**src/verilog/coreParams_params.svh**
```systemverilog
`ifndef CORE_PARAMS_SVH
`define CORE_PARAMS_SVH

// Datapath sizes.
`define CORE_WORD_W     32
`define CORE_REG_CNT    16
`define CORE_REG_IDX_W  4
`define CORE_SHAMT_W    5
`define CORE_IMM_W      12
`define CORE_PC_STEP    4

// ******************************
// Instruction field positions.
// ******************************
`define CORE_CLS_LSB    26
`define CORE_IBIT       25
`define CORE_OP_LSB     21
`define CORE_LBIT       20
`define CORE_RN_LSB     16
`define CORE_RD_LSB     12
`define CORE_SHAMT_LSB  7
`define CORE_RM_LSB     0

`endif
```
**src/verilog/isaPkg.sv**
```systemverilog
`default_nettype none

`include "coreParams_params.svh"

package isaPkg;

   typedef logic [`CORE_WORD_W-1:0]    word_t;
   typedef logic [`CORE_REG_IDX_W-1:0] regIdx_t;
   typedef logic [`CORE_SHAMT_W-1:0]   shamt_t;

   // Instruction class, bits 27:26.
   typedef enum logic [1:0] {
      CLS_DP   = 2'b00,
      CLS_MEM  = 2'b01,
      CLS_RSV2 = 2'b10,
      CLS_RSV3 = 2'b11
   } instClass_e;

   // ******************************
   // Data-processing opcodes.
   // ******************************
   typedef enum logic [3:0] {
      OP_AND = 4'b0000,
      OP_EOR = 4'b0001,
      OP_SUB = 4'b0010,
      OP_ADD = 4'b0100,
      OP_ORR = 4'b1100,
      OP_MOV = 4'b1101,
      OP_BIC = 4'b1110,
      OP_MVN = 4'b1111
   } aluOp_e;

endpackage

`default_nettype wire

```
**src/verilog/fetchStage.sv**
```systemverilog
`timescale 1ns/1ps
`default_nettype none

`include "coreParams_params.svh"

module fetchStage (
   input  logic          clk,
   input  logic          reset,
   input  isaPkg::word_t i_inst,
   output isaPkg::word_t o_pc,
   output isaPkg::word_t o_instD,
   output logic          o_validD
);
   import isaPkg::*;

   word_t pcNext;

   // No branches, so the PC only steps.
   assign pcNext = o_pc + `CORE_PC_STEP;

   always_ff @(posedge clk or posedge reset) begin
      if (reset) begin
         o_pc     <= '0;
         o_validD <= 1'b0;
      end else begin
         o_pc     <= pcNext;
         o_validD <= 1'b1;
      end
   end

   // Instruction word is qualified by o_validD.
   always_ff @(posedge clk) begin
      o_instD <= i_inst;
   end

endmodule

`default_nettype wire

```
**config.mk**
```make
export PLATFORM = sky130hd
export DESIGN_NAME = fetchStage
export DESIGN_NICKNAME = d
export VERILOG_FILES = /design/src/verilog/isaPkg.sv /design/src/verilog/fetchStage.sv
export VERILOG_INCLUDE_DIRS = /design/src /design/src/verilog
export SDC_FILE = /design/constraint.sdc
export NUM_CORES = 1
export LEC_CHECK = 0
export BUFFER_PORTS_ARGS = -buffer_cell sky130_fd_sc_hd__buf_2
export CORE_MARGIN = 5
export CORE_UTILIZATION = 40
export CTS_CLUSTER_SIZE = 16
export DETAILED_ROUTE_END_ITERATION = 10
export GPL_ROUTABILITY_DRIVEN = 0
export GPL_TIMING_DRIVEN = 0
export PLACE_DENSITY_LB_ADDON = 0.12
export SLEW_MARGIN = 20
export SYNTH_ARGS = -nofsm -noshare
export SYNTH_HDL_FRONTEND = slang
export SYNTH_SLANG_ARGS = --single-unit
```
**constraint.sdc**
```tcl
create_clock -name clk -period 1.5 [get_ports clk]
set_input_delay 0.075 -clock clk [delete_from_list [all_inputs] [get_ports clk]]
set_output_delay 0.075 -clock clk [all_outputs]
set_load 0.01 [all_outputs]
```
==> results.md <==
- Status: finished clean
- Sinks on Clock Net: 63
- Ant diodes: 0
- Post-synth EDFFs: 0
- Post-synth top area share: 38.08%
- Largest net degree at the start of global routing: 32
- Synth top area cells: dfrtp_1 38%, dfxtp_1 31%, xnor2_1 8.2%
- Worst relative slew slack: 55.98%
- Deepest level of the CTS H-tree: 3
- Fill cells: 386
- Die area: 6619 um^2
- Share of cells above drive strength 1: 48.69%
- Fmax: 673.6 MHz
- Max Slew Vio Count: 0
- Total negative setup slack: 0 ps
- CP max-delay cell: dfrtp_1
- Cell with the most instances after synthesis: dfxtp_1
- Nets: 336
- Port Buffers: 96
- Synthesized area per cell: 13.76 um^2
- Critical Path Max Stage Delay: 420 ps
- CTS tree: done
- Crit Path Class: flop to flop
- Initial Utilization: 40.40%
- Worst-path maximum fanout: 8
- Final Non-Filler Cells: 376
- Final Hold Slack: 369.2 ps
- Final core utilization: 64.99%
- Rows: 26
- Max-Cap Viols: 0
- Syn Std Cell Area: 2037 um^2
- Die Ht: 81.36 um
- Core ar.: 5042 um^2
- Least-Margin Pin Slew: 659.3 ps
- Count of different cell masters after synthesis: 21
- All-layer global routing usage: 17.47%
- Synth area leader: dfrtp_1
- Area growth, synth to finish: 60.87%
- Tcrit/Tclk final: 98.96%
- Clock Latency Late Sink: 330 ps
- Via Count: 1634
- Initial antenna violation count: 0
- Clock root cell: clkbuf_8
- Final setup violation count: 0
- WL/cell: 14.33 um
- Placed insts: 315
- Longest Clk Path Bufs: 2
- Reg clk slew, reported paths: 70 ps
- Pleak: 1.702 nW
- WL final: 5.387 mm
- Synth Register Bits: 63
- Crit path required time: 1710 ps
- VDD IR max: 0.8270 mV
- Grt ovf: 0
- Drt first pass iters: 4
- Hold WC Path Type: input port to flop
- Asr flop ratio synth: 49.21%
- Cell Chain, Critical Path: ha_2, nand3_4, nor4_4, buf_6, nand3_1, xnor2_1
- Ys flop type: dfxtp_1
- Startpoint Class: flop
- I/O pin cnt: 99
- Yosys warning count: 0
- Fin. Hold Viols: 0
- Cell count after synthesis: 148
- Sequential area share after synthesis: 69.53%
- Arrival time worst endpoint: 1700 ps
- Final worst path period need: 1484 ps
- Post-DP HPWL: 3.296 mm
- First-pass GRT wire length: 8.466 mm
- Most frequent cells after synthesis: 32 x dfxtp_1, 31 x dfrtp_1, 19 x xnor2_1, 10 x nand2_1, 10 x nand3_1
- Drt drc: 0
- DR iter-0 viols: 36
- Max Clock Skew: 6.380 ps
- Die W: 81.36 um
- CP endpoint kind: flop
- CTS Buf Count: 9
- DRT antenna net count: 0
- Vias in the first global route: 1681
- Unrepaired setup endpoints after global routing: yes
- Vias per Instance: 4.346
- Pwr dens: 1019 nW/um^2
## cells by family (layout without fill, tap and decap cells)
kind of cell / after synthesis / after routing / synth area share, %
XOR/XNOR: 28 / 28 / 12.04
AND/OR/NAND/NOR: 48 / 48 / 15.97
other: 2 / 3 / 0.3687
adder cells (fa/ha/maj): 1 / 1 / 0.6142
flip-flops: 63 / 63 / 69.53
buffers and inverters: 6 / 163 / 1.474
## cell type report
cell class	instances	area [um^2]	area share, %
Clock inverter	5	28.78	0.8782
Timing Repair Buffer	141	908.4	27.72
Inverter	4	15.01	0.4582
Multi-Input combinational cell	80	630.6	19.24
Sequential cell	63	1429	43.60
Clock buffer	11	162.7	4.964
Buffer	2	15.01	0.4582
Tap cell	70	87.58	2.673
## power breakdown
group | internal, W | switching, W
registers | 0.00173 | 0.0000125
clock network | 0.000737 | 0.000650
logic | 0.000120 | 0.0000891
## worst paths after layout
kind | from | to | slack [ps] | cells after the start
worst max-delay path | o_pc[3] | o_pc[22] | 20 | 6
worst min-delay path | i_inst[31] | o_instD[31] | 370 | 2
worst max register to register | o_pc[3] | o_pc[22] | 20 | 6
worst min register to register | o_pc[31] | o_pc[31] | 470 | 1
max in group asynchronous | reset | o_pc[17] | 650 | 3
min in group asynchronous | reset | o_pc[31] | 380 | 3
## sequential cells by signal (all words and copies together), names as in the netlist
name,cells
o_instD,32
o_pc,30
o_validD,1
## metal layers
| metal | part of all wire [%] | vias to the layer above | track usage (%) | wire (um) |
|---|---|---|---|---|
| met3 | 11 | 5 | 9.313 | 605 |
| li1 | - | 793 | - | - |
| met5 | 0 | - | 0 | 0 |
| met1 | 38 | 768 | 19.83 | 2047 |
| met2 | 50 | 68 | 28.18 | 2689 |
| met4 | 0.82 | 0 | 5.574 | 44 |
## placed cells by master (no fill, tap or decap), types with 2 or more instances in the layout
cell type	n
dfxtp_1	32
conb_1	3
xnor2_1	19
nand3_1	8
nand2_1	10
nor2_1	6
dfrtp_2	10
xor2_1	9
dfrtp_1	21
buf_4	12
clkbuf_8	10
buf_6	2
nand3_2	2
nor3_1	2
inv_1	3
and3_1	4
clkinv_2	3
nand3_4	2
buf_2	96
nand4_4	2
nand4_1	6
dlygate4sd3_1	33
nor4_4	3
## critical path: cells and delay by family, from the launching register on
| kind | cells | cell delay, ps |
|---|---|---|
| flip-flops | 1 | 420 |
| AND/OR/NAND/NOR | 3 | 380 |
| adder cells (fa/ha/maj) | 1 | 240 |
| buffers and inverters | 1 | 170 |
| XOR/XNOR | 1 | 140 |
## repair_timing
| item | in CTS | in global routing |
|---|---|---|
| endpoints found under the hold margin | 63 | 0 |
| setup buffers | 3 | 9 |
| hold buffers | 33 | 0 |
| pin swaps | 2 | 9 |
| setup endpoints to repair | 16 | 18 |
| gates resized for setup | 3 | 12 |
## stage by stage
stage	power, W	cell area (um^2)	setup WS [ps]
global route	0.003476	3277	-92.88
detailed placement	0.001917	2625	-267.7
CTS	0.003373	3173	7.681
floorplan	0.001824	2057	-70.49
finish	0.003341	3277	15.55
global placement	0.001915	2625	-253.9
Note: power is estimated with default switching activity, not from simulation.
