File: config.mk
export PLATFORM = sky130hd
export DESIGN_NAME = memoryStage_flat
export DESIGN_NICKNAME = d
export VERILOG_FILES = /design/src/verilog/isaPkg.sv /design/src/verilog/pipePkg.sv /design/src/verilog/pipeLinks.sv /design/src/verilog/memoryStage.sv /design/src/flat_wrapper.sv
export VERILOG_INCLUDE_DIRS = /design/src /design/src/verilog
export SDC_FILE = /design/constraint.sdc
export NUM_CORES = 1
export LEC_CHECK = 0
export BUFFER_PORTS_ARGS = -buffer_cell sky130_fd_sc_hd__buf_2
export CORE_MARGIN = 5
export CORE_UTILIZATION = 35
export DETAILED_ROUTE_END_ITERATION = 7
export HOLD_SLACK_MARGIN = 0.06
export PLACE_DENSITY = 0.88
export SKIP_CTS_REPAIR_TIMING = 1
export SLEW_MARGIN = 20
export SYNTH_ARGS = -nofsm -noshare
export SYNTH_HDL_FRONTEND = slang
export SYNTH_SLANG_ARGS = --single-unit
export TNS_END_PERCENT = 30
File: constraint.sdc
create_clock -name clk -period 1.4 [get_ports clk]
set_input_delay 0.14 -clock clk [delete_from_list [all_inputs] [get_ports clk]]
set_output_delay 0.14 -clock clk [all_outputs]
set_load 0.02 [all_outputs]
File: src/verilog/coreParams_params.svh
`ifndef CORE_PARAMS_SVH
`define CORE_PARAMS_SVH

// Datapath sizes.
`define CORE_WORD_W     32
`define CORE_REG_CNT    16
`define CORE_REG_IDX_W  4
`define CORE_SHAMT_W    5
`define CORE_IMM_W      12
`define CORE_PC_STEP    4

// ******************************
// Instruction field positions.
// ******************************
`define CORE_CLS_LSB    26
`define CORE_IBIT       25
`define CORE_OP_LSB     21
`define CORE_LBIT       20
`define CORE_RN_LSB     16
`define CORE_RD_LSB     12
`define CORE_SHAMT_LSB  7
`define CORE_RM_LSB     0

`endif
File: src/verilog/isaPkg.sv
`default_nettype none

`include "coreParams_params.svh"

package isaPkg;

   typedef logic [`CORE_WORD_W-1:0]    word_t;
   typedef logic [`CORE_REG_IDX_W-1:0] regIdx_t;
   typedef logic [`CORE_SHAMT_W-1:0]   shamt_t;

   // Instruction class, bits 27:26.
   typedef enum logic [1:0] {
      CLS_DP   = 2'b00,
      CLS_MEM  = 2'b01,
      CLS_RSV2 = 2'b10,
      CLS_RSV3 = 2'b11
   } instClass_e;

   // ******************************
   // Data-processing opcodes.
   // ******************************
   typedef enum logic [3:0] {
      OP_AND = 4'b0000,
      OP_EOR = 4'b0001,
      OP_SUB = 4'b0010,
      OP_ADD = 4'b0100,
      OP_ORR = 4'b1100,
      OP_MOV = 4'b1101,
      OP_BIC = 4'b1110,
      OP_MVN = 4'b1111
   } aluOp_e;

endpackage

`default_nettype wire

File: src/verilog/pipePkg.sv
`default_nettype none

package pipePkg;

   import isaPkg::*;

   // Decode to execute. Operand B is already selected.
   typedef struct packed {
      logic    valid;
      aluOp_e  aluOp;
      word_t   opA;
      word_t   opB;
      shamt_t  shamt;
      word_t   storeData;
      regIdx_t dest;
      logic    regWrite;
      logic    memRead;
      logic    memWrite;
   } decExec_t;

   // Execute to memory. Result doubles as the data address.
   typedef struct packed {
      logic    valid;
      word_t   result;
      word_t   storeData;
      regIdx_t dest;
      logic    regWrite;
      logic    memRead;
      logic    memWrite;
   } execMem_t;

   // Memory to writeback.
   typedef struct packed {
      logic    valid;
      word_t   result;
      regIdx_t dest;
      logic    regWrite;
   } memWb_t;

endpackage

`default_nettype wire

File: src/verilog/pipeLinks.sv
`timescale 1ns/1ps
`default_nettype none


// ******************************
// Execute to memory.
// ******************************
interface execMemIf;
   import pipePkg::*;

   execMem_t pay;

   modport src (output pay);
   modport dst (input pay);
endinterface

// Writeback into the register file.
interface wbIf;
   import isaPkg::*;

   logic    valid;
   logic    regWrite;
   regIdx_t dest;
   word_t   result;

   modport src (output valid, regWrite, dest, result);
   modport dst (input valid, regWrite, dest, result);
endinterface

`default_nettype wire

File: src/verilog/memoryStage.sv
`timescale 1ns/1ps
`default_nettype none

module memoryStage (
   input  logic          clk,
   input  logic          reset,
   execMemIf.dst         mem,
   input  isaPkg::word_t i_readData,
   output logic          o_memRead,
   output logic          o_memWrite,
   output isaPkg::word_t o_memAddr,
   output isaPkg::word_t o_writeData,
   wbIf.src              wb
);
   import pipePkg::*;

   memWb_t mwNext;
   memWb_t mwReg;

   // Data memory request, straight from the EX/MEM register.
   assign o_memRead   = mem.pay.valid && mem.pay.memRead;
   assign o_memWrite  = mem.pay.valid && mem.pay.memWrite;
   assign o_memAddr   = mem.pay.result;
   assign o_writeData = mem.pay.storeData;

   always_comb begin
      mwNext.valid    = mem.pay.valid;
      mwNext.result   = o_memRead ? i_readData : mem.pay.result;
      mwNext.dest     = mem.pay.dest;
      mwNext.regWrite = mem.pay.regWrite;
   end

   always_ff @(posedge clk or posedge reset) begin
      if (reset) begin
         mwReg <= '0;
      end else begin
         mwReg <= mwNext;
      end
   end

   assign wb.valid    = mwReg.valid;
   assign wb.regWrite = mwReg.regWrite;
   assign wb.dest     = mwReg.dest;
   assign wb.result   = mwReg.result;

   // ******************************
   // Checks.
   // ******************************
   a_strobesExclusive: assert property (@(posedge clk) disable iff (reset)
      !(o_memRead && o_memWrite));

endmodule

`default_nettype wire

File: src/flat_wrapper.sv
// flat-port wrapper written by rule: the top's interface ports become plain ports
module memoryStage_flat import pipePkg::*;
  (clk, reset, i_readData, o_memRead, o_memWrite, o_memAddr, o_writeData, mem_pay, wb_valid, wb_regWrite, wb_dest, wb_result);
  execMemIf mem_i ();
  wbIf wb_i ();
  input  logic clk;
  input  logic reset;
  input  isaPkg::word_t i_readData;
  output logic o_memRead;
  output logic o_memWrite;
  output isaPkg::word_t o_memAddr;
  output isaPkg::word_t o_writeData;
  input wire logic [$bits(mem_i.pay)-1:0] mem_pay;
  output wire logic [$bits(wb_i.valid)-1:0] wb_valid;
  output wire logic [$bits(wb_i.regWrite)-1:0] wb_regWrite;
  output wire logic [$bits(wb_i.dest)-1:0] wb_dest;
  output wire logic [$bits(wb_i.result)-1:0] wb_result;
  assign mem_i.pay = mem_pay;
  assign wb_valid = wb_i.valid;
  assign wb_regWrite = wb_i.regWrite;
  assign wb_dest = wb_i.dest;
  assign wb_result = wb_i.result;
  memoryStage u_core (.clk(clk), .reset(reset), .mem(mem_i), .i_readData(i_readData), .o_memRead(o_memRead), .o_memWrite(o_memWrite), .o_memAddr(o_memAddr), .o_writeData(o_writeData), .wb(wb_i));
endmodule
==> results.cfg <==
[outcome]
status = finished clean

[die]
die_y_um = 84.75
die_w_um = 84.75
num_rows = 27
dieArea_mm2 = 0.007183
core_mm2 = 0.005473
pin_count = 210
start_util_pct = 35.73

[power_and_ir_drop]
peakVddDrop_uv = 381.8
power.density_mw_per_mm2 = 1049
leakagePower_nw = 1.397

[critical_path]
cp.depth = 5
crit_top_cell = buf_2
crit_path_end_kind = primary output
worstSetupPathType = in2out
crit_chain = buf_2 -> nand2_2 -> buf_12 -> inv_1 -> buf_2
setup.worst_path.start_class = input pin
cpLargestDelayFamily = buffers and inverters
cpPeakStageDelay_ns = 0.25
endpoint = o_memRead
cpMaxStageDelayCell = buf_12
cp-startpoint = mem_pay[71]
cp.required_ns = 1.26
cp_num_buf_inv = 4
critPathArrivalTime_ns = 0.82
critPathMaxFanout = 33

[detailed_routing]
drt-wirelength-per-cell_um = 14.63
drc_errors = 0
final_antenna_net_count = 0
drt_iter0_markers = 17
num_vias = 1297
wirelength_um = 4505
first_pass_iters = 2
via_per_inst = 4.211

[finish]
antenna_cells = 0
fin_util_pct = 44.76
syn2layout_area_growth_pct = 25.27
drive_gt1_share_pct = 80.08
nets = 341

[logic_synthesis]
synth_top_family_by_area = buffers and inverters
netlist_instances = 141
yosysTopAreaCell = dfrtp_1
yosys.area_share.simple_pct = 0.7038
yosys.area_share.adder_pct = 0
synth-compound-area-share_pct = 0
synth_xor_xnor_area_share_pct = 0
synth_area_per_cell_um2 = 13.87
yosys.area.top_type_share_pct = 48.62
syn_nets = 247
synthTopCellsByArea = dfrtp_1 49%, buf_4 25%, mux2_4 22%
synth-warning-count = 0
ys_ff_latch = 38
synth_area_mm2 = 0.001956
ys_seq_area_share_pct = 48.62
ys_types = 8
muxShareOfSynthArea_pct = 23.99

[run]
cap_violations = 0

[sta]
drv_slew = 0
hold_viol = 0
worst_pin_slew_ns = 0.4651
final-setup-viol-count = 0
max_slew_margin_pct = 69.00
worst_slack_ns = 0.4394
rsz0062_at_grt = no
fmax_ghz = 1.041
setup_tns_ns = 0
fin_crit_ns = 0.9606
fin_crit_sh_pct = 68.62

[cts]
clock-sinks = 38
root_buffer = clkbuf_8
clkTransAtPathRegs_ns = 0.07
htreeDepth = 2
numCtsBuffers = 5
clockBufferDepth = 2
tritoncts = done

[grt]
grt_max_degree = 39
grt_pass1_wl_um = 6720
antenna_found_initial = 0
grt_pass1_vias = 1363
grt_remaining_overflow = 0
grtUsageTotal_pct = 11.85

[worst_hold_path]
hold_path_depth = 2
hold_path.class = in2reg

[placed_design]
port_buffers = 145
pre_cts_slack_ns = 0.2995
gp_routability_congestion = 0.7557
[placed cells by master (no fill, tap or decap)]
master / count
and2_2: 1
buf_12: 1
buf_2: 145
buf_4: 1
clkbuf_8: 6
clkinv_2: 1
clkinvlp_4: 1
dfrtp_1: 38
dlygate4sd3_1: 7
inv_1: 2
mux2_2: 3
mux2_4: 29
nand2_2: 1
[where the power goes]
part	internal, W	switching (W)
logic	0.000285	0.000333
registers	0.00118	0.0000185
clock network	0.000395	0.000362
total	0.00186	0.000714
[worst min-delay path by stage]
stage / to / from / slack [ns]
2_1_floorplan: u_core.wb.dest[0]$_DFF_PP0_ / mem_pay[3] / 0.17
3_3_place_gp: u_core.wb.regWrite$_DFF_PP0_ / mem_pay[2] / 0.25
3_5_place_dp: u_core.wb.regWrite$_DFF_PP0_ / mem_pay[2] / 0.25
4_1_cts: u_core.wb.regWrite$_DFF_PP0_ / mem_pay[2] / -0.05
5_1_grt: u_core.wb.result[0]$_DFF_PP0_ / i_readData[0] / 0.07
6_report: u_core.wb.result[12]$_DFF_PP0_ / i_readData[12] / 0.08
[Yosys cell counts (all sizes together)]
library cell	n
buf	67
dfrtp	38
mux2	32
inv	2
and2	1
nand2	1
[metrics by stage]
step                instances  hold slack (ns)  area, um2  total power (W)
CTS                       301         -0.04829       2380         0.002608
global placement          293           0.2481       2285         0.001816
floorplan                 141           0.1714       1956         0.001757
finish                    308          0.08388       2450         0.002570
global route              308          0.06785       2450         0.002704
detailed placement        293           0.2501       2285         0.001827
[kinds of logic after synthesis]
group	count (synthesis)
buffers and inverters	69
and+or+nand+nor	2
muxes	32
DFF	38
[registers in the layout (all words and copies together) (netlist names)]
name	flops
u_core.wb.regWrite	1
u_core.wb.result	32
u_core.wb.valid	1
u_core.wb.dest	4
[cell type report]
class | instances | area, um2
clock inverters | 2 | 12.51
fillers | 504 | 3023
multi-input cells | 34 | 483.0
flip-flops and latches | 38 | 950.9
clock buffers | 6 | 82.58
inverters | 2 | 7.507
well taps | 72 | 90.09
repair buffers | 154 | 823.3
[routing by layer]
metal	up-vias	wire length, um	GRT usage, %
met2	101	2331	21.00
met1	608	1525	12.19
li1	575	-	-
met5	-	0	0
met4	0	80	4.173
met3	13	568	5.594
(Power assumes the default switching activity.)
