### config.mk
export PLATFORM = sky130hd
export DESIGN_NAME = executeStage_flat
export DESIGN_NICKNAME = d
export VERILOG_FILES = /design/src/verilog/isaPkg.sv /design/src/verilog/pipePkg.sv /design/src/verilog/pipeLinks.sv /design/src/verilog/executeStage.sv /design/src/flat_wrapper.sv
export VERILOG_INCLUDE_DIRS = /design/src /design/src/verilog
export SDC_FILE = /design/constraint.sdc
export NUM_CORES = 1
export LEC_CHECK = 0
export BUFFER_PORTS_ARGS = -buffer_cell sky130_fd_sc_hd__buf_2
export CAP_MARGIN = 20
export CORE_UTILIZATION = 57
export DETAILED_ROUTE_END_ITERATION = 10
export GPL_ROUTABILITY_DRIVEN = 0
export HOLD_SLACK_MARGIN = 0.15
export PLACE_DENSITY = 0.83
export SYNTH_ARGS = -nofsm -noshare
export SYNTH_HDL_FRONTEND = slang
export SYNTH_SLANG_ARGS = --single-unit
### constraint.sdc
create_clock -name clk -period 3.4 [get_ports clk]
set_clock_uncertainty 0.2 [all_clocks]
set_input_delay 0.68 -clock clk [delete_from_list [all_inputs] [get_ports clk]]
set_output_delay 0.68 -clock clk [all_outputs]
set_load 0.005 [all_outputs]
### src/verilog/coreParams_params.svh
`ifndef CORE_PARAMS_SVH
`define CORE_PARAMS_SVH

// Datapath sizes.
`define CORE_WORD_W     32
`define CORE_REG_CNT    16
`define CORE_REG_IDX_W  4
`define CORE_SHAMT_W    5
`define CORE_IMM_W      12
`define CORE_PC_STEP    4

// ******************************
// Instruction field positions.
// ******************************
`define CORE_CLS_LSB    26
`define CORE_IBIT       25
`define CORE_OP_LSB     21
`define CORE_LBIT       20
`define CORE_RN_LSB     16
`define CORE_RD_LSB     12
`define CORE_SHAMT_LSB  7
`define CORE_RM_LSB     0

`endif
### src/verilog/isaPkg.sv
`default_nettype none

`include "coreParams_params.svh"

package isaPkg;

   typedef logic [`CORE_WORD_W-1:0]    word_t;
   typedef logic [`CORE_REG_IDX_W-1:0] regIdx_t;
   typedef logic [`CORE_SHAMT_W-1:0]   shamt_t;

   // Instruction class, bits 27:26.
   typedef enum logic [1:0] {
      CLS_DP   = 2'b00,
      CLS_MEM  = 2'b01,
      CLS_RSV2 = 2'b10,
      CLS_RSV3 = 2'b11
   } instClass_e;

   // ******************************
   // Data-processing opcodes.
   // ******************************
   typedef enum logic [3:0] {
      OP_AND = 4'b0000,
      OP_EOR = 4'b0001,
      OP_SUB = 4'b0010,
      OP_ADD = 4'b0100,
      OP_ORR = 4'b1100,
      OP_MOV = 4'b1101,
      OP_BIC = 4'b1110,
      OP_MVN = 4'b1111
   } aluOp_e;

endpackage

`default_nettype wire

### src/verilog/pipePkg.sv
`default_nettype none

package pipePkg;

   import isaPkg::*;

   // Decode to execute. Operand B is already selected.
   typedef struct packed {
      logic    valid;
      aluOp_e  aluOp;
      word_t   opA;
      word_t   opB;
      shamt_t  shamt;
      word_t   storeData;
      regIdx_t dest;
      logic    regWrite;
      logic    memRead;
      logic    memWrite;
   } decExec_t;

   // Execute to memory. Result doubles as the data address.
   typedef struct packed {
      logic    valid;
      word_t   result;
      word_t   storeData;
      regIdx_t dest;
      logic    regWrite;
      logic    memRead;
      logic    memWrite;
   } execMem_t;

   // Memory to writeback.
   typedef struct packed {
      logic    valid;
      word_t   result;
      regIdx_t dest;
      logic    regWrite;
   } memWb_t;

endpackage

`default_nettype wire

### src/verilog/pipeLinks.sv
`timescale 1ns/1ps
`default_nettype none

// ******************************
// Decode to execute.
// ******************************
interface decExecIf;
   import isaPkg::*;

   logic    valid;
   aluOp_e  aluOp;
   word_t   opA;
   word_t   opB;
   shamt_t  shamt;
   word_t   storeData;
   regIdx_t dest;
   logic    regWrite;
   logic    memRead;
   logic    memWrite;

   modport src (output valid, aluOp, opA, opB, shamt, storeData, dest,
                regWrite, memRead, memWrite);
   modport dst (input valid, aluOp, opA, opB, shamt, storeData, dest,
                regWrite, memRead, memWrite);
endinterface

// ******************************
// Execute to memory.
// ******************************
interface execMemIf;
   import pipePkg::*;

   execMem_t pay;

   modport src (output pay);
   modport dst (input pay);
endinterface


`default_nettype wire

### src/verilog/executeStage.sv
`timescale 1ns/1ps
`default_nettype none

module executeStage (
   input  logic  clk,
   input  logic  reset,
   decExecIf.dst ex,
   execMemIf.src mem
);
   import isaPkg::*;
   import pipePkg::*;

   word_t    shiftedB;
   word_t    aluResult;
   execMem_t emNext;
   execMem_t emReg;

   // Shift amount is zero for immediate and memory forms.
   assign shiftedB = ex.opB << ex.shamt;

   // ******************************
   // ALU.
   // ******************************
   always_comb begin
      case (ex.aluOp)
         OP_AND:  aluResult = ex.opA & shiftedB;
         OP_EOR:  aluResult = ex.opA ^ shiftedB;
         OP_SUB:  aluResult = ex.opA - shiftedB;
         OP_ADD:  aluResult = ex.opA + shiftedB;
         OP_ORR:  aluResult = ex.opA | shiftedB;
         OP_MOV:  aluResult = shiftedB;
         OP_BIC:  aluResult = ex.opA & ~shiftedB;
         OP_MVN:  aluResult = ~shiftedB;
         default: aluResult = '0;
      endcase
   end

   // Loads and stores arrive as ADD, so the result is the address.
   always_comb begin
      emNext.valid     = ex.valid;
      emNext.result    = aluResult;
      emNext.storeData = ex.storeData;
      emNext.dest      = ex.dest;
      emNext.regWrite  = ex.regWrite;
      emNext.memRead   = ex.memRead;
      emNext.memWrite  = ex.memWrite;
   end

   always_ff @(posedge clk or posedge reset) begin
      if (reset) begin
         emReg <= '0;
      end else begin
         emReg <= emNext;
      end
   end

   assign mem.pay = emReg;

   a_opDefined: assert property (@(posedge clk) disable iff (reset)
      ex.valid |-> ex.aluOp inside {OP_AND, OP_EOR, OP_SUB, OP_ADD,
                                    OP_ORR, OP_MOV, OP_BIC, OP_MVN});

endmodule

`default_nettype wire

### src/flat_wrapper.sv
// flat-port wrapper written by rule: the top's interface ports become plain ports
module executeStage_flat import isaPkg::*; import pipePkg::*;
  (clk, reset, ex_valid, ex_aluOp, ex_opA, ex_opB, ex_shamt, ex_storeData, ex_dest, ex_regWrite, ex_memRead, ex_memWrite, mem_pay);
  decExecIf ex_i ();
  execMemIf mem_i ();
  input  logic clk;
  input  logic reset;
  input wire logic [$bits(ex_i.valid)-1:0] ex_valid;
  input wire logic [$bits(ex_i.aluOp)-1:0] ex_aluOp;
  input wire logic [$bits(ex_i.opA)-1:0] ex_opA;
  input wire logic [$bits(ex_i.opB)-1:0] ex_opB;
  input wire logic [$bits(ex_i.shamt)-1:0] ex_shamt;
  input wire logic [$bits(ex_i.storeData)-1:0] ex_storeData;
  input wire logic [$bits(ex_i.dest)-1:0] ex_dest;
  input wire logic [$bits(ex_i.regWrite)-1:0] ex_regWrite;
  input wire logic [$bits(ex_i.memRead)-1:0] ex_memRead;
  input wire logic [$bits(ex_i.memWrite)-1:0] ex_memWrite;
  output wire logic [$bits(mem_i.pay)-1:0] mem_pay;
  assign ex_i.valid = ex_valid;
  assign ex_i.aluOp = ex_aluOp;
  assign ex_i.opA = ex_opA;
  assign ex_i.opB = ex_opB;
  assign ex_i.shamt = ex_shamt;
  assign ex_i.storeData = ex_storeData;
  assign ex_i.dest = ex_dest;
  assign ex_i.regWrite = ex_regWrite;
  assign ex_i.memRead = ex_memRead;
  assign ex_i.memWrite = ex_memWrite;
  assign mem_pay = mem_i.pay;
  executeStage u_core (.clk(clk), .reset(reset), .ex(ex_i), .mem(mem_i));
endmodule
==> run metrics, run 1 <==
dominant cell by count in the synthesized netlist sky130_fd_sc_hd__nand2_1; error msg [ERROR GRT-0232] Routing congestion too high. Check the congestion heatmap in the GUI.; largest net degree at the start of global routing 37; commonest register cell after synthesis sky130_fd_sc_hd__dfrtp_1; Net Count, Synth 1171; count of input and output buffers around 190; Chip Width around 120 µm; total clock buffers created by CTS 9; HPWL after DPL 23800 µm; FFs w/ async S/R, synth 100%; gr ovfl total around 110; Synth area leaders sky130_fd_sc_hd__dfrtp_1 (21%), sky130_fd_sc_hd__ha_1 (10%), sky130_fd_sc_hd__mux4_2 (5.6%); number of placement rows 44; count of different cell masters after synthesis a little over 90; synthesized area per cell 8.54 µm²; number of top-level design ports ~190; cell chosen for the clock root sky130_fd_sc_hd__clkbuf_16; worst endpoint after global-route timing repair u_core.mem.pay[68]$_DFF_PP0_/D; GR Util All Layers between 70 and 80%; number of synthesized flops with an enable pin 0; last step reached 5_1_grt; number of warnings printed during yosys synthesis 0; initial core utilization between 50% and 60%; status did not finish; proportion of synthesized chip area in sequential cells roughly 21%; Max H-tree Level 3; sinks on the clock net 72; cell count after placement ~1600; worst ep type register data pin; post-synth top area share 21.4%; number of instances in the synthesized netlist 985; Clock Path Buffers 2; Syn Std Cell Area about 0.0084 mm²; register bit total from synthesis roughly 70; Chip Height approximately 120 µm; top cell types by occurrence after synthesis sky130_fd_sc_hd__nand2_1 (89), sky130_fd_sc_hd__o21ai_0 (77), sky130_fd_sc_hd__a21oi_1 (72), sky130_fd_sc_hd__dfrtp_1 (72), sky130_fd_sc_hd__ha_1 (70); dominant cell type by area after synthesis sky130_fd_sc_hd__dfrtp_1
routing by layer:
| metal | global-route usage (%) | overflow |
|---|---|---|
| met4 | 77.9 | 42 |
| met2 | 91.2 | 68 |
| met5 | 18.8 | 0 |
| met1 | 74.6 | 3 |
| met3 | 61.2 | 1 |
kinds of logic after synthesis:
group           Yosys count  synth area share, %
fa+ha+maj                71                 10.6
mux                      76                 14.0
buf+inv                 127                 6.45
simple gates            261                 15.2
flops                    72                 21.4
xor+xnor                 70                 7.45
compound gates          308                 24.8
what timing repair did:
| action | 4_1_cts |
|---|---|
| endpoints found under the setup margin | 30 |
| gates cloned | 1 |
| hold buffers | 1 |
| gates resized for setup | 94 |
| setup buffers | 21 |
| pin swaps | 48 |
| endpoints found under the hold margin | 13 |
through the flow:
step / worst slack [ns] / setup TNS (ns) / instance area, µm² / hold WS, ns
floorplan: -2.10 / -29.38 / 8610 / 0.511
CTS: -1.81 / -28.18 / 12500 / 0.240
global placement: -2.24 / -41.37 / 11700 / 0.432
detailed placement: -2.46 / -45.72 / 11700 / 0.433
==> inputs of run 2 (changes only) <==
- CORE_UTILIZATION: 57 -> 40
- HOLD_SLACK_MARGIN: 0.15 -> not set
- PLACE_DENSITY: 0.83 -> not set
- PLACE_DENSITY_LB_ADDON: not set -> 0.15
==> run metrics, run 2 <==
worst-path cell chain buf_12 > mux4_1 > buf_4 > mux2i_2 > nor2_1 > inv_1 > nand2_2 > a211o_1 > o21a_1 > a21o_1 > nor2_2 > xnor2_2 > ha_1 > a21o_1 > a211oi_2 > nor2_2 > o41a_1 > a32o_2 > a311o_1 > a311oi_2 > xnor3_1 > o21ai_1; dominant cell by count in the synthesized netlist sky130_fd_sc_hd__nand2_1; Clock power frac between 20% and 30%; register clock-pin slew on the reported worst setup and hold paths 0.07 ns; count of input and output buffers 186 (unchanged); clock period minus final worst setup slack between 5 and 6 ns; number of instances in the synthesized netlist 985 (unchanged); Post-Route WL just over 30000 µm; Chip Height 147 µm (+19%); initial core utilization 41.2% (-17 points); Area growth syn-to-layout 57.2%; Register Area 0.00180 mm²; top cell types by occurrence after synthesis sky130_fd_sc_hd__nand2_1 (89), sky130_fd_sc_hd__o21ai_0 (77), sky130_fd_sc_hd__a21oi_1 (72), sky130_fd_sc_hd__dfrtp_1 (72), sky130_fd_sc_hd__ha_1 (70); CTS tree built; Chip Width 147 µm (+19%); maximum capacitance violations 0; Required @ worst endpoint 3.48 ns; unrepaired setup endpoints after global routing true; hold buffers post-CTS 0 (-1); count of nets left with antenna violations after detail routing 0; via count of the first global-routing pass approximately 9400; HPWL after DPL 23900 µm (+0.34%); Final Hold Viols 0; maximum clock frequency just under 200 MHz; via/cell ratio between 5 and 6; max FFs per register between 70 and 80; proportion of synthesized chip area in sequential cells 21.4% (unchanged); Synth area leaders sky130_fd_sc_hd__dfrtp_1 (21%), sky130_fd_sc_hd__ha_1 (10%), sky130_fd_sc_hd__mux4_2 (5.6%); Worst slew margin 57.7%; most frequent cells in the layout sky130_fd_sc_hd__buf_4 (316), sky130_fd_sc_hd__buf_2 (185), sky130_fd_sc_hd__nand2_1 (83), sky130_fd_sc_hd__dfrtp_1 (72), sky130_fd_sc_hd__ha_1 (65); antenna diode count 0; commonest register cell after synthesis sky130_fd_sc_hd__dfrtp_1; gr ovfl total 0; wire length of the first global-routing pass 48900 µm; internal power component between 2 and 3 mW; sinks on the clock net 72 (unchanged); total DRC errors in the routed layout 0; cell count after placement 1684 (+6.0%); largest stage delay on the critical path approximately 0.57 ns; switching part of the total around 38%; transition time at the pin with the least slew margin 0.635 ns; number of warnings printed during yosys synthesis 0 (unchanged); largest net degree at the start of global routing 30; Switch Pwr approximately 1.7 mW; number of top-level design ports 187 (unchanged); final slew viol count 0; worst hold-check slack 0.135 ns; Startpoint Class input pin; Placement Cell Area 0.0119 mm² (+1.8%); pre-CTS setup slack -2.32 ns (+0.140 ns); Period Utilization, post-route 151%; Max H-tree Level 3 (unchanged); Net Count, Synth 1171 (unchanged); FFs w/ async S/R, synth 100% (unchanged); Reg power frac about a fifth; cell chosen for the clock root sky130_fd_sc_hd__clkbuf_16; setup TNS -32.79 ns; antenna violations before repair 0; failing checks negative setup slack; count of different cell masters after synthesis 91 (unchanged); Worst VDD drop between 0.0002 and 0.00025 V; # fillers around 1700; maximum fanout along the worst path 8; DRT iter0 DRCs about 650; post-layout total power 4.61 mW; kind of cell adding the most delay to the critical path compound AO/OA/AOI/OAI gates; footprint of the multi-input gates 0.00680 mm²; GR Util All Layers 28.5%; average wire length per cell after detail routing approximately 18 µm; number of placement rows 52 (+18%); Static Leak about 6.4 nW; vias slightly below 10000; Slowest cell on crit path sky130_fd_sc_hd__mux4_1; Critical Setup Path Class input pin to register; fraction of layout instances using a drive strength above 1 49.6%; register bit total from synthesis 72 (unchanged); Critical path buffers and inverters 3; net total in the final layout 1660; synthesized area per cell 8.54 µm² (unchanged); status finished, violations left; crit end category register; dominant cell type by area after synthesis sky130_fd_sc_hd__dfrtp_1; Initial DRT Pass Iterations 5; fin cells ~1700; signal arrival time at the worst endpoint roughly 5.2 ns; finished layout cell area approximately 0.013 mm²; post-synth top area share 21.4% (unchanged); core area between 0.02 and 0.025 mm²; number of synthesized flops with an enable pin 0 (unchanged); Min-Delay Path Class input pin to asynchronous set/reset pin; power per cell area between 300 and 400 mW/mm²; most frequent standard cell in the layout excluding fill and tap cells sky130_fd_sc_hd__buf_4; full die area roughly 0.022 mm²; Syn Std Cell Area 0.00842 mm² (unchanged); worst path setup slack after routing -1.73 ns; Clock Path Buffers 2 (unchanged); fraction of power consumed by combinational cells between 50% and 60%; total clock buffers created by CTS 9 (unchanged); final count of negative-setup-slack endpoints 30; final core occ approximately two thirds
[run 2: worst max path at each step]
stage,slack (ns),start,cells past startpoint,endpoint
detailed placement,-2.32,ex_shamt[0],21,u_core.mem.pay[70]
finish,-1.73,ex_shamt[0],22,u_core.mem.pay[70]
CTS,-1.78,ex_shamt[0],22,u_core.mem.pay[68]
floorplan,-2.10,ex_shamt[0],21,u_core.mem.pay[70]
global placement,-2.24,ex_shamt[0],22,u_core.mem.pay[68]
global route,-1.90,ex_shamt[0],25,u_core.mem.pay[70]
[run 2: cell families after synthesis]
kind of cell    Yosys count  share of synthesized area (%)
compound gates          308                           24.8
simple gates            261                           15.2
buf+inv                 127                           6.45
mux                      76                           14.0
flops                    72                           21.4
fa+ha+maj                71                           10.6
xor+xnor                 70                           7.45
[run 2: cell type report]
cell class	count	area share, %
tap	270	2.55
inverter	70	2.00
clock inverter	7	0.501
timing repair buffer	535	28.2
multi-input combinational	786	51.4
clock buffer	9	1.70
sequential	72	13.6
[run 2: per-layer routing]
metal	vias up	wire, µm	GRT usage [%]
met4	0	870	11.5
met2	392	14600	47.2
li1	4615	-	-
met3	56	1840	3.48
met5	-	0	0
met1	4557	13600	37.7
[run 2: power groups by stage]
stage	clock, mW	combinational [mW]	sequential (mW)
6_report	0.935	2.72	0.955
4_1_cts	0.958	2.55	0.956
5_1_grt	0.987	2.92	0.964
3_3_place_gp	0	2.24	0.971
2_1_floorplan	0	1.24	0.989
3_5_place_dp	0	2.27	0.972
[run 2: what timing repair did]
item,in CTS,in global routing
gates resized for setup,107,55
pin swaps,66,32
setup endpoints to repair,30,30
setup buffers,35,13
gates cloned,1,0
No activity file was read; power rests on OpenSTA's default activity.
